===== src/rtl/dmr_recovery_pkg.sv =====
// ----------------------------------------------------------------------
// DMR recovery shared constants
// ----------------------------------------------------------------------
`default_nettype none

package dmr_recovery_pkg;

  // cluster shape.
  localparam int unsigned NUM_GROUPS  = 4;                    // lock-stepped core pairs.
  localparam int unsigned GROUP_IDX_W = $clog2(NUM_GROUPS);   // faulty group index.

  // register file reload.
  localparam int unsigned RF_ADDR_W      = 5;   // 32 architectural registers.
  localparam int unsigned SWEEP_W        = 4;   // counter covers one half.
  localparam int unsigned SWEEP_LEN      = 16;  // beats per reload.
  localparam int unsigned RF_HALF_OFFSET = 16;  // port b serves the upper half.

  // pc restore window.
  localparam int unsigned PC_RESTORE_CYCLES = 2;
  localparam int unsigned PC_CNT_W          = $clog2(PC_RESTORE_CYCLES);  // cycle counter.

  // recovery routine states, in the order they are walked.
  typedef enum logic [2:0] {
    IDLE       = 3'd0,  // waiting for an error.
    RESET      = 3'd1,  // setback of the pair.
    HALT_REQ   = 3'd2,  // debug halt request.
    HALT_WAIT  = 3'd3,  // wait for halt response.
    RESTORE_PC = 3'd4,  // recovery pc readout.
    RESTORE_RF = 3'd5,  // register file reload.
    EXIT       = 3'd6   // drop held state.
  } recovery_state_e;

endpackage : dmr_recovery_pkg

`default_nettype wire


===== src/rtl/dmr_error_capture.sv =====
// ----------------------------------------------------------------------
// DMR error capture
// ----------------------------------------------------------------------
`timescale 1ns/100ps
`default_nettype none

module dmr_error_capture (
  input  wire logic                                   clk_i,
  input  wire logic                                   rst_ni,
  input  wire logic [dmr_recovery_pkg::NUM_GROUPS-1:0]  rf_err_a_i,       // rf port a checker.
  input  wire logic [dmr_recovery_pkg::NUM_GROUPS-1:0]  rf_err_b_i,       // rf port b checker.
  input  wire logic [dmr_recovery_pkg::NUM_GROUPS-1:0]  core_err_main_i,  // core main checker.
  input  wire logic [dmr_recovery_pkg::NUM_GROUPS-1:0]  core_err_data_i,  // core data checker.
  input  wire logic                                   busy_i,           // routine running.
  input  wire logic                                   clear_i,          // routine exit.
  output logic                                        start_o,          // one-cycle start.
  output logic [dmr_recovery_pkg::GROUP_IDX_W-1:0]    err_idx_o         // held faulty group.
);

  logic [dmr_recovery_pkg::NUM_GROUPS-1:0]  grp_err;  // per-group or of all sources.
  logic                                     any_err;
  logic [dmr_recovery_pkg::GROUP_IDX_W-1:0] sel_idx;  // highest faulty group.
  logic                                     start_q;
  logic [dmr_recovery_pkg::GROUP_IDX_W-1:0] idx_q;

  assign grp_err = rf_err_a_i | rf_err_b_i | core_err_main_i | core_err_data_i;
  assign any_err = |grp_err;

  always_comb begin
    sel_idx = '0;
    for (int g = 0; g < dmr_recovery_pkg::NUM_GROUPS; g++) begin
      if (grp_err[g]) begin
        sel_idx = dmr_recovery_pkg::GROUP_IDX_W'(g);  // later groups override earlier.
      end
    end
  end

  always_ff @(posedge clk_i or negedge rst_ni) begin
    if (!rst_ni) begin
      start_q <= 1'b0;
      idx_q   <= '0;
    end else begin
      start_q <= any_err && !busy_i;  // errors during a routine are dropped.
      if (clear_i) begin
        idx_q <= '0;
      end else if (any_err && !busy_i) begin
        idx_q <= sel_idx;
      end
    end
  end

  assign start_o   = start_q;
  assign err_idx_o = idx_q;

endmodule : dmr_error_capture

`default_nettype wire


===== src/rtl/dmr_recovery_fsm.sv =====
// ----------------------------------------------------------------------
// DMR recovery routine sequencer
// ----------------------------------------------------------------------
`timescale 1ns/100ps
`default_nettype none

module dmr_recovery_fsm (
  input  wire logic                                    clk_i,
  input  wire logic                                    rst_ni,
  input  wire logic                                    start_i,         // from error capture.
  input  wire logic [dmr_recovery_pkg::GROUP_IDX_W-1:0]  err_idx_i,       // target group.
  input  wire logic [dmr_recovery_pkg::NUM_GROUPS-1:0]   debug_rsp_i,     // halt acknowledge.
  input  wire logic                                    sweep_last_i,    // last reload address.
  output logic                                         busy_o,          // freezes capture.
  output logic                                         clear_o,         // exit cleanup.
  output logic                                         sweep_en_o,      // reload in progress.
  output logic [dmr_recovery_pkg::NUM_GROUPS-1:0]      setback_o,
  output logic [dmr_recovery_pkg::NUM_GROUPS-1:0]      debug_req_o,
  output logic [dmr_recovery_pkg::NUM_GROUPS-1:0]      pc_read_en_o,
  output logic [dmr_recovery_pkg::NUM_GROUPS-1:0]      debug_resume_o,
  output logic [dmr_recovery_pkg::NUM_GROUPS-1:0]      recover_o,
  output logic [dmr_recovery_pkg::NUM_GROUPS-1:0]      instr_lock_o,
  output logic [dmr_recovery_pkg::NUM_GROUPS-1:0]      pc_write_en_o
);

  dmr_recovery_pkg::recovery_state_e state_q, state_d;

  logic [dmr_recovery_pkg::PC_CNT_W-1:0]   pc_cnt_q, pc_cnt_d;    // pc restore cycles.
  logic [dmr_recovery_pkg::NUM_GROUPS-1:0] lock_q, lock_d;        // fetch lock.
  logic [dmr_recovery_pkg::NUM_GROUPS-1:0] recover_q, recover_d;  // rf reload flag.
  logic [dmr_recovery_pkg::NUM_GROUPS-1:0] pcwe_q, pcwe_d;        // recovery pc sampling.

  always_comb begin
    state_d        = state_q;
    pc_cnt_d       = pc_cnt_q;
    lock_d         = lock_q;
    recover_d      = recover_q;
    pcwe_d         = pcwe_q;
    clear_o        = 1'b0;
    sweep_en_o     = 1'b0;
    setback_o      = '0;
    debug_req_o    = '0;
    pc_read_en_o   = '0;
    debug_resume_o = '0;
    unique case (state_q)
      dmr_recovery_pkg::IDLE: begin
        if (start_i) begin
          state_d = dmr_recovery_pkg::RESET;
        end
      end
      dmr_recovery_pkg::RESET: begin
        setback_o[err_idx_i] = 1'b1;  // reset the pair.
        lock_d[err_idx_i]    = 1'b1;  // no fetches while halted.
        pcwe_d[err_idx_i]    = 1'b0;  // freeze the recovery pc.
        state_d              = dmr_recovery_pkg::HALT_REQ;
      end
      dmr_recovery_pkg::HALT_REQ: begin
        debug_req_o[err_idx_i] = 1'b1;
        state_d                = dmr_recovery_pkg::HALT_WAIT;
      end
      dmr_recovery_pkg::HALT_WAIT: begin
        if (debug_rsp_i[err_idx_i]) begin  // pair is halted.
          state_d = dmr_recovery_pkg::RESTORE_PC;
        end
      end
      dmr_recovery_pkg::RESTORE_PC: begin
        pc_read_en_o[err_idx_i] = 1'b1;
        if (pc_cnt_q == dmr_recovery_pkg::PC_CNT_W'(dmr_recovery_pkg::PC_RESTORE_CYCLES - 1)) begin
          pc_cnt_d = '0;
          state_d  = dmr_recovery_pkg::RESTORE_RF;
        end else begin
          pc_cnt_d = pc_cnt_q + dmr_recovery_pkg::PC_CNT_W'(1);
        end
      end
      dmr_recovery_pkg::RESTORE_RF: begin
        sweep_en_o           = 1'b1;
        recover_d[err_idx_i] = 1'b1;  // registered, so it lines up with the write beats.
        if (sweep_last_i) begin
          lock_d[err_idx_i]         = 1'b0;
          debug_resume_o[err_idx_i] = 1'b1;
          state_d                   = dmr_recovery_pkg::EXIT;
        end
      end
      dmr_recovery_pkg::EXIT: begin
        clear_o   = 1'b1;  // index and address counter back to zero.
        pc_cnt_d  = '0;
        lock_d    = '0;
        recover_d = '0;
        pcwe_d    = '1;    // recovery pc samples again.
        state_d   = dmr_recovery_pkg::IDLE;
      end
      default: begin
        state_d = dmr_recovery_pkg::IDLE;
      end
    endcase
  end

  always_ff @(posedge clk_i or negedge rst_ni) begin
    if (!rst_ni) begin
      state_q   <= dmr_recovery_pkg::IDLE;
      pc_cnt_q  <= '0;
      lock_q    <= '0;
      recover_q <= '0;
      pcwe_q    <= '1;  // pc sampling enabled out of reset.
    end else begin
      state_q   <= state_d;
      pc_cnt_q  <= pc_cnt_d;
      lock_q    <= lock_d;
      recover_q <= recover_d;
      pcwe_q    <= pcwe_d;
    end
  end

  // capture must also hold while the start pulse is still in flight.
  assign busy_o        = (state_q != dmr_recovery_pkg::IDLE) || start_i;
  assign instr_lock_o  = lock_q;
  assign recover_o     = recover_q;
  assign pc_write_en_o = pcwe_q;

endmodule : dmr_recovery_fsm

`default_nettype wire


===== src/rtl/dmr_rf_addr_gen.sv =====
// ----------------------------------------------------------------------
// DMR reload address counter
// ----------------------------------------------------------------------
`timescale 1ns/100ps
`default_nettype none

module dmr_rf_addr_gen (
  input  wire logic                                 clk_i,
  input  wire logic                                 rst_ni,
  input  wire logic                                 clear_i,   // back to zero.
  input  wire logic                                 enable_i,  // count this cycle.
  output logic [dmr_recovery_pkg::SWEEP_W-1:0]      addr_o,    // current reload step.
  output logic                                      last_o     // final step of the sweep.
);

  logic [dmr_recovery_pkg::SWEEP_W-1:0] cnt_q;
  logic                                 at_end;  // count sits on the last step.

  assign at_end = (cnt_q == dmr_recovery_pkg::SWEEP_W'(dmr_recovery_pkg::SWEEP_LEN - 1));

  always_ff @(posedge clk_i or negedge rst_ni) begin
    if (!rst_ni) begin
      cnt_q <= '0;
    end else if (clear_i) begin
      cnt_q <= '0;
    end else if (enable_i) begin
      if (at_end) begin
        cnt_q <= '0;  // wrap for the next routine.
      end else begin
        cnt_q <= cnt_q + dmr_recovery_pkg::SWEEP_W'(1);
      end
    end
  end

  assign addr_o = cnt_q;
  assign last_o = enable_i && at_end;  // only meaningful while sweeping.

endmodule : dmr_rf_addr_gen

`default_nettype wire


===== src/rtl/dmr_rf_restore_port.sv =====
// ----------------------------------------------------------------------
// DMR recovery write port stage
// ----------------------------------------------------------------------
`timescale 1ns/100ps
`default_nettype none

module dmr_rf_restore_port (
  input  wire logic                                    clk_i,
  input  wire logic                                    rst_ni,
  input  wire logic                                    sweep_en_i,    // reload beat valid.
  input  wire logic [dmr_recovery_pkg::SWEEP_W-1:0]      sweep_addr_i,  // reload step.
  input  wire logic [dmr_recovery_pkg::GROUP_IDX_W-1:0]  err_idx_i,     // target group.
  output logic [dmr_recovery_pkg::NUM_GROUPS-1:0]      rf_we_a_o,
  output logic [dmr_recovery_pkg::NUM_GROUPS-1:0]      rf_we_b_o,
  output logic [dmr_recovery_pkg::RF_ADDR_W-1:0]       rf_waddr_a_o,  // lower half.
  output logic [dmr_recovery_pkg::RF_ADDR_W-1:0]       rf_waddr_b_o   // upper half.
);

  logic [dmr_recovery_pkg::NUM_GROUPS-1:0] we_d, we_a_q, we_b_q;
  logic [dmr_recovery_pkg::RF_ADDR_W-1:0]  waddr_a_d, waddr_b_d;
  logic [dmr_recovery_pkg::RF_ADDR_W-1:0]  waddr_a_q, waddr_b_q;

  always_comb begin
    for (int g = 0; g < dmr_recovery_pkg::NUM_GROUPS; g++) begin
      we_d[g] = sweep_en_i && (err_idx_i == dmr_recovery_pkg::GROUP_IDX_W'(g));  // one-hot.
    end
  end

  // buses idle at zero outside the sweep.
  assign waddr_a_d = sweep_en_i ? dmr_recovery_pkg::RF_ADDR_W'(sweep_addr_i) : '0;
  assign waddr_b_d = sweep_en_i ? dmr_recovery_pkg::RF_ADDR_W'(sweep_addr_i)
                                  + dmr_recovery_pkg::RF_ADDR_W'(dmr_recovery_pkg::RF_HALF_OFFSET)
                                : '0;

  always_ff @(posedge clk_i or negedge rst_ni) begin
    if (!rst_ni) begin
      we_a_q    <= '0;
      we_b_q    <= '0;
      waddr_a_q <= '0;
      waddr_b_q <= '0;
    end else begin
      we_a_q    <= we_d;  // both ports write every beat.
      we_b_q    <= we_d;
      waddr_a_q <= waddr_a_d;
      waddr_b_q <= waddr_b_d;
    end
  end

  assign rf_we_a_o    = we_a_q;
  assign rf_we_b_o    = we_b_q;
  assign rf_waddr_a_o = waddr_a_q;
  assign rf_waddr_b_o = waddr_b_q;

endmodule : dmr_rf_restore_port

`default_nettype wire


===== src/rtl/dmr_recovery_ctrl.sv =====
// ----------------------------------------------------------------------
// DMR recovery controller top
// ----------------------------------------------------------------------
`timescale 1ns/100ps
`default_nettype none

module dmr_recovery_ctrl (
  input  wire logic                                  clk_i,
  input  wire logic                                  rst_ni,
  input  wire logic [dmr_recovery_pkg::NUM_GROUPS-1:0] rf_err_a_i,
  input  wire logic [dmr_recovery_pkg::NUM_GROUPS-1:0] rf_err_b_i,
  input  wire logic [dmr_recovery_pkg::NUM_GROUPS-1:0] core_err_main_i,
  input  wire logic [dmr_recovery_pkg::NUM_GROUPS-1:0] core_err_data_i,
  input  wire logic [dmr_recovery_pkg::NUM_GROUPS-1:0] debug_rsp_i,
  output logic [dmr_recovery_pkg::NUM_GROUPS-1:0]    setback_o,
  output logic [dmr_recovery_pkg::NUM_GROUPS-1:0]    instr_lock_o,
  output logic [dmr_recovery_pkg::NUM_GROUPS-1:0]    pc_read_en_o,
  output logic [dmr_recovery_pkg::NUM_GROUPS-1:0]    pc_write_en_o,
  output logic [dmr_recovery_pkg::NUM_GROUPS-1:0]    debug_req_o,
  output logic [dmr_recovery_pkg::NUM_GROUPS-1:0]    debug_resume_o,
  output logic [dmr_recovery_pkg::NUM_GROUPS-1:0]    recover_o,
  output logic [dmr_recovery_pkg::NUM_GROUPS-1:0]    rf_we_a_o,
  output logic [dmr_recovery_pkg::NUM_GROUPS-1:0]    rf_we_b_o,
  output logic [dmr_recovery_pkg::RF_ADDR_W-1:0]     rf_waddr_a_o,
  output logic [dmr_recovery_pkg::RF_ADDR_W-1:0]     rf_waddr_b_o
);

  logic                                     start;       // capture to fsm.
  logic [dmr_recovery_pkg::GROUP_IDX_W-1:0] err_idx;     // held target group.
  logic                                     busy;        // fsm to capture.
  logic                                     clear;       // exit cleanup.
  logic                                     sweep_en;    // reload active.
  logic                                     sweep_last;  // final reload step.
  logic [dmr_recovery_pkg::SWEEP_W-1:0]     sweep_addr;

  dmr_error_capture u_capture (
    .clk_i           (clk_i),
    .rst_ni          (rst_ni),
    .rf_err_a_i      (rf_err_a_i),
    .rf_err_b_i      (rf_err_b_i),
    .core_err_main_i (core_err_main_i),
    .core_err_data_i (core_err_data_i),
    .busy_i          (busy),
    .clear_i         (clear),
    .start_o         (start),
    .err_idx_o       (err_idx)
  );

  dmr_recovery_fsm u_fsm (
    .clk_i          (clk_i),
    .rst_ni         (rst_ni),
    .start_i        (start),
    .err_idx_i      (err_idx),
    .debug_rsp_i    (debug_rsp_i),
    .sweep_last_i   (sweep_last),
    .busy_o         (busy),
    .clear_o        (clear),
    .sweep_en_o     (sweep_en),
    .setback_o      (setback_o),
    .debug_req_o    (debug_req_o),
    .pc_read_en_o   (pc_read_en_o),
    .debug_resume_o (debug_resume_o),
    .recover_o      (recover_o),
    .instr_lock_o   (instr_lock_o),
    .pc_write_en_o  (pc_write_en_o)
  );

  dmr_rf_addr_gen u_addr_gen (
    .clk_i    (clk_i),
    .rst_ni   (rst_ni),
    .clear_i  (clear),
    .enable_i (sweep_en),
    .addr_o   (sweep_addr),
    .last_o   (sweep_last)
  );

  dmr_rf_restore_port u_restore_port (
    .clk_i        (clk_i),
    .rst_ni       (rst_ni),
    .sweep_en_i   (sweep_en),
    .sweep_addr_i (sweep_addr),
    .err_idx_i    (err_idx),
    .rf_we_a_o    (rf_we_a_o),
    .rf_we_b_o    (rf_we_b_o),
    .rf_waddr_a_o (rf_waddr_a_o),
    .rf_waddr_b_o (rf_waddr_b_o)
  );

endmodule : dmr_recovery_ctrl

`default_nettype wire


===== config.mk =====
export PLATFORM = sky130hd
export DESIGN_NAME = dmr_recovery_ctrl
export DESIGN_NICKNAME = d
export VERILOG_FILES = /design/src/rtl/dmr_recovery_pkg.sv /design/src/rtl/dmr_error_capture.sv /design/src/rtl/dmr_recovery_fsm.sv /design/src/rtl/dmr_rf_addr_gen.sv /design/src/rtl/dmr_rf_restore_port.sv /design/src/rtl/dmr_recovery_ctrl.sv
export SDC_FILE = /design/constraint.sdc
export NUM_CORES = 1
export LEC_CHECK = 0
export BUFFER_PORTS_ARGS = -buffer_cell sky130_fd_sc_hd__buf_2
export CAP_MARGIN = 20
export CELL_PAD_IN_SITES_DETAIL_PLACEMENT = 0
export CELL_PAD_IN_SITES_GLOBAL_PLACEMENT = 2
export CORE_MARGIN = 2
export CORE_UTILIZATION = 29
export DETAILED_ROUTE_END_ITERATION = 8
export GPL_TIMING_DRIVEN = 0
export PLACE_DENSITY = 0.95
export RECOVER_POWER = 25
export SKIP_CTS_REPAIR_TIMING = 1
export SLEW_MARGIN = 0
export SYNTH_ARGS = -nofsm -noshare
export SYNTH_HDL_FRONTEND = slang
export SYNTH_SLANG_ARGS = --single-unit

===== constraint.sdc =====
create_clock -name clk_i -period 3.2 [get_ports clk_i]
set_clock_uncertainty 0.05 [all_clocks]
set_input_delay 0.16 -clock clk_i [delete_from_list [all_inputs] [get_ports clk_i]]
set_output_delay 0.16 -clock clk_i [all_outputs]
set_load 0.05 [all_outputs]

==> results_dict.tcl <==
set metrics [dict create \
    status "complete, but fails checks" \
    violations "capacitance limit, slew limit" \
    rr_worst_depth 5 \
    tns_ps 0 \
    drv_cap 1 \
    path_clk_slew_ps 70 \
    worstMarginPinSlew_ps 1690 \
    dieArea_mm2 0.00609 \
    drt_wl_total_um 3720 \
    final_cells 310 \
    crit_type "flip-flop to output pin" \
    layout_commonest_cell "buf_2" \
    grt_pass1_wl_um 5950 \
    diodes 0 \
    yosysSeqAreaShare 0.507 \
    period_share 0.653 \
    yosys.area_share.adder 0.00787 \
    power_frac_seq 0.318 \
    power_density_mw_per_mm2 996 \
    globalRouteTotalUtil 0.122 \
    switching_power_mw 0.999 \
    ys_ff_latch 32 \
    p_int_mw 1.11 \
    synth_nets 188 \
    cts.path.max_buffers 2 \
    synth_compound_area_frac 0.157 \
    drtPass1Iterations 4 \
    placed_cell_area_mm2 0.00201 \
    yosys-mux-area-fraction 0.0339 \
    syn2layout_area_growth_pct 33.1 \
    numClockSinks 32 \
    top_usage_layer "met2" \
    vias 1462 \
    fmax_ghz 0.479 \
    setup_ws_ps 1110 \
    startpoint "u_addr_gen.addr_o[0]" \
    initialDrtViolationCount 32 \
    placedCellCount 301 \
    numCtsBuffers 5 \
    h-tree-depth 2 \
    antenna_found_initial 0 \
    use_met2 0.185 \
    drc 0 \
    row_count 26 \
    final_cell_area_mm2 0.00211 \
    final_cell_mix "buf_2 (63), dfrtp_1 (28), nor2_1 (21)" \
    ir_drop_uv 427 \
    critical_path_arrival_ps 1880 \
    rsz0062_at_grt "no" \
    port_buffers 66 \
    grt_max_degree 33 \
    fin_crit_ps 2090 \
    grt-ovfl-total 0 \
    hpwl_um 2740 \
    pin_count 68 \
    cp_max_fo 10 \
    drv_slew 33 \
    p_sw_frac 0.474 \
    wl_per_cell_um 12.0 \
    p_comb_frac 0.504 \
    viasPerCell 4.72 \
    fillers 550 \
    yosys.area_share.simple 0.214 \
    synth_area_per_cell_um2 9.63 \
    die_x_um 78.0 \
    hold_viol 0 \
    nNetsFinal 262 \
    worstPathRequired_ps 2990 \
    power_frac_clock 0.178 \
    synthXorXnorAreaFrac 0 \
    leakage_nw 1.07 \
    whs_ps 171 \
    pre_cts_ws_ps 1440 \
    rrSetupSlack_ps 1480 \
    die_y_um 78.0 \
    crit_path_end "debug_resume_o[3]" \
    synth_top_family_by_area "simple AND/OR/NAND/NOR gates" \
    min-delay-path-class "primary input to flip-flop" \
    synth.distinct_cells 38 \
    synth_warnings 0 \
    clock_latency_ps 280 \
    cp-end-kind "output pin" \
    syn-cell-area_mm2 0.00159 \
    gr-usage-met3 0.0333 \
    start_util 0.305 \
    fin_total_pwr_mw 2.11 \
    finish.utilization 0.406 \
    grtUsageMet1 0.171 \
    finalSetupViolCount 0 \
    grt_pass1_vias 1238 \
    ant_nets 0 \
    coreArea_mm2 0.00520 \
    place.gp.congestion 0.729 \
    cts-root-buf "clkbuf_8" \
    r2r-end "u_fsm.instr_lock_o[2]" \
    cts_tree "done" \
    start_kind "flip-flop" \
    slew_headroom -0.125 \
    drive_gt1_frac 0.383 \
    syn_inst 165 \
    r2r_start "u_addr_gen.addr_o[0]" \
]
-- cells by family after synthesis --
kind of cell	count (synthesis)
fa+ha+maj	1
simple gates	68
other cells	1
flops	32
compound gates	37
mux	4
buf+inv	22
-- power groups by stage --
stage / logic (mW) / registers (mW) / clock network, mW
after floorplan: 0.571 / 0.917 / 0
after global placement: 1.06 / 0.671 / 0
after detailed placement: 1.07 / 0.677 / 0
after CTS: 1.07 / 0.671 / 0.385
after global routing: 1.14 / 0.694 / 0.402
final: 1.06 / 0.670 / 0.375
-- cell usage after synthesis, drive strengths merged --
cell     n  area share
a211oi   4       0.019
conb     1      0.0024
a41oi    1      0.0055
o21a     4       0.019
mux2i    2       0.013
nand3    5       0.016
nand2b   6       0.024
clkbuf   5       0.012
buf     14       0.058
or4      3       0.019
o31ai    4       0.019
a211o    1      0.0055
a21oi    7       0.022
nand2   14       0.033
or2      2      0.0079
o21ai    7       0.022
or3b     1      0.0055
dfrtp   28        0.44
nor2    21       0.050
nor4     3       0.012
mux4     1       0.014
inv      3      0.0071
a31oi    2      0.0079
ha       1      0.0079
and3     1      0.0039
o21ba    4       0.025
mux2     1      0.0071
nand3b   2      0.0094
o22ai    2      0.0079
o211ai   1      0.0047
and2     3       0.012
dfstp    4       0.066
nor3     6       0.019
nor2b    1      0.0039
-- how the worst min path moves through the flow --
stage / startpoint / to / depth (start not counted)
after floorplan: rst_ni / u_addr_gen.addr_o[0] / 0
after global placement: rst_ni / u_restore_port.rf_we_a_o[0] / 1
after detailed placement: rst_ni / u_fsm.recover_o[0] / 1
after CTS: rst_ni / u_fsm.recover_o[0] / 1
after global routing: core_err_data_i[1] / u_capture.start_o / 3
final: core_err_data_i[1] / u_capture.start_o / 3
-- metal layers --
layer  vias up  wire (um)
li1        712          -
met1       688       1730
met2        59       1650
met3         3        309
met4         0         25
met5         -          0
-- state kept, by name (all words and copies together) (netlist names) --
register	flops
u_capture.start_o	1
u_fsm.pc_cnt_q	1
u_restore_port.rf_waddr_b_o	5
u_fsm.recover_o	4
u_fsm.pc_write_en_o	4
u_fsm.state_q	3
u_capture.err_idx_o	2
u_restore_port.rf_we_a_o	4
u_addr_gen.addr_o	4
u_fsm.instr_lock_o	4
-- area by class of cell --
cell class	instances	area, um2	share of cell area
buffer	19	111	0.0527
clock buffer	6	72.6	0.0343
clock inverter	2	35.0	0.0166
inverter	3	11.3	0.00533
multi-input combinational	111	661	0.312
sequential	32	806	0.381
tap	70	87.6	0.0414
timing repair buffer	67	330	0.156
-- worst max-delay path, cell delays in order, from the launching register on --
cell      delay [ps]
dfrtp_1          430
ha_1             220
nand3_1          130
clkbuf_1         260
nor3_1           260
buf_2            300
Power figures use the tool's default switching activity.
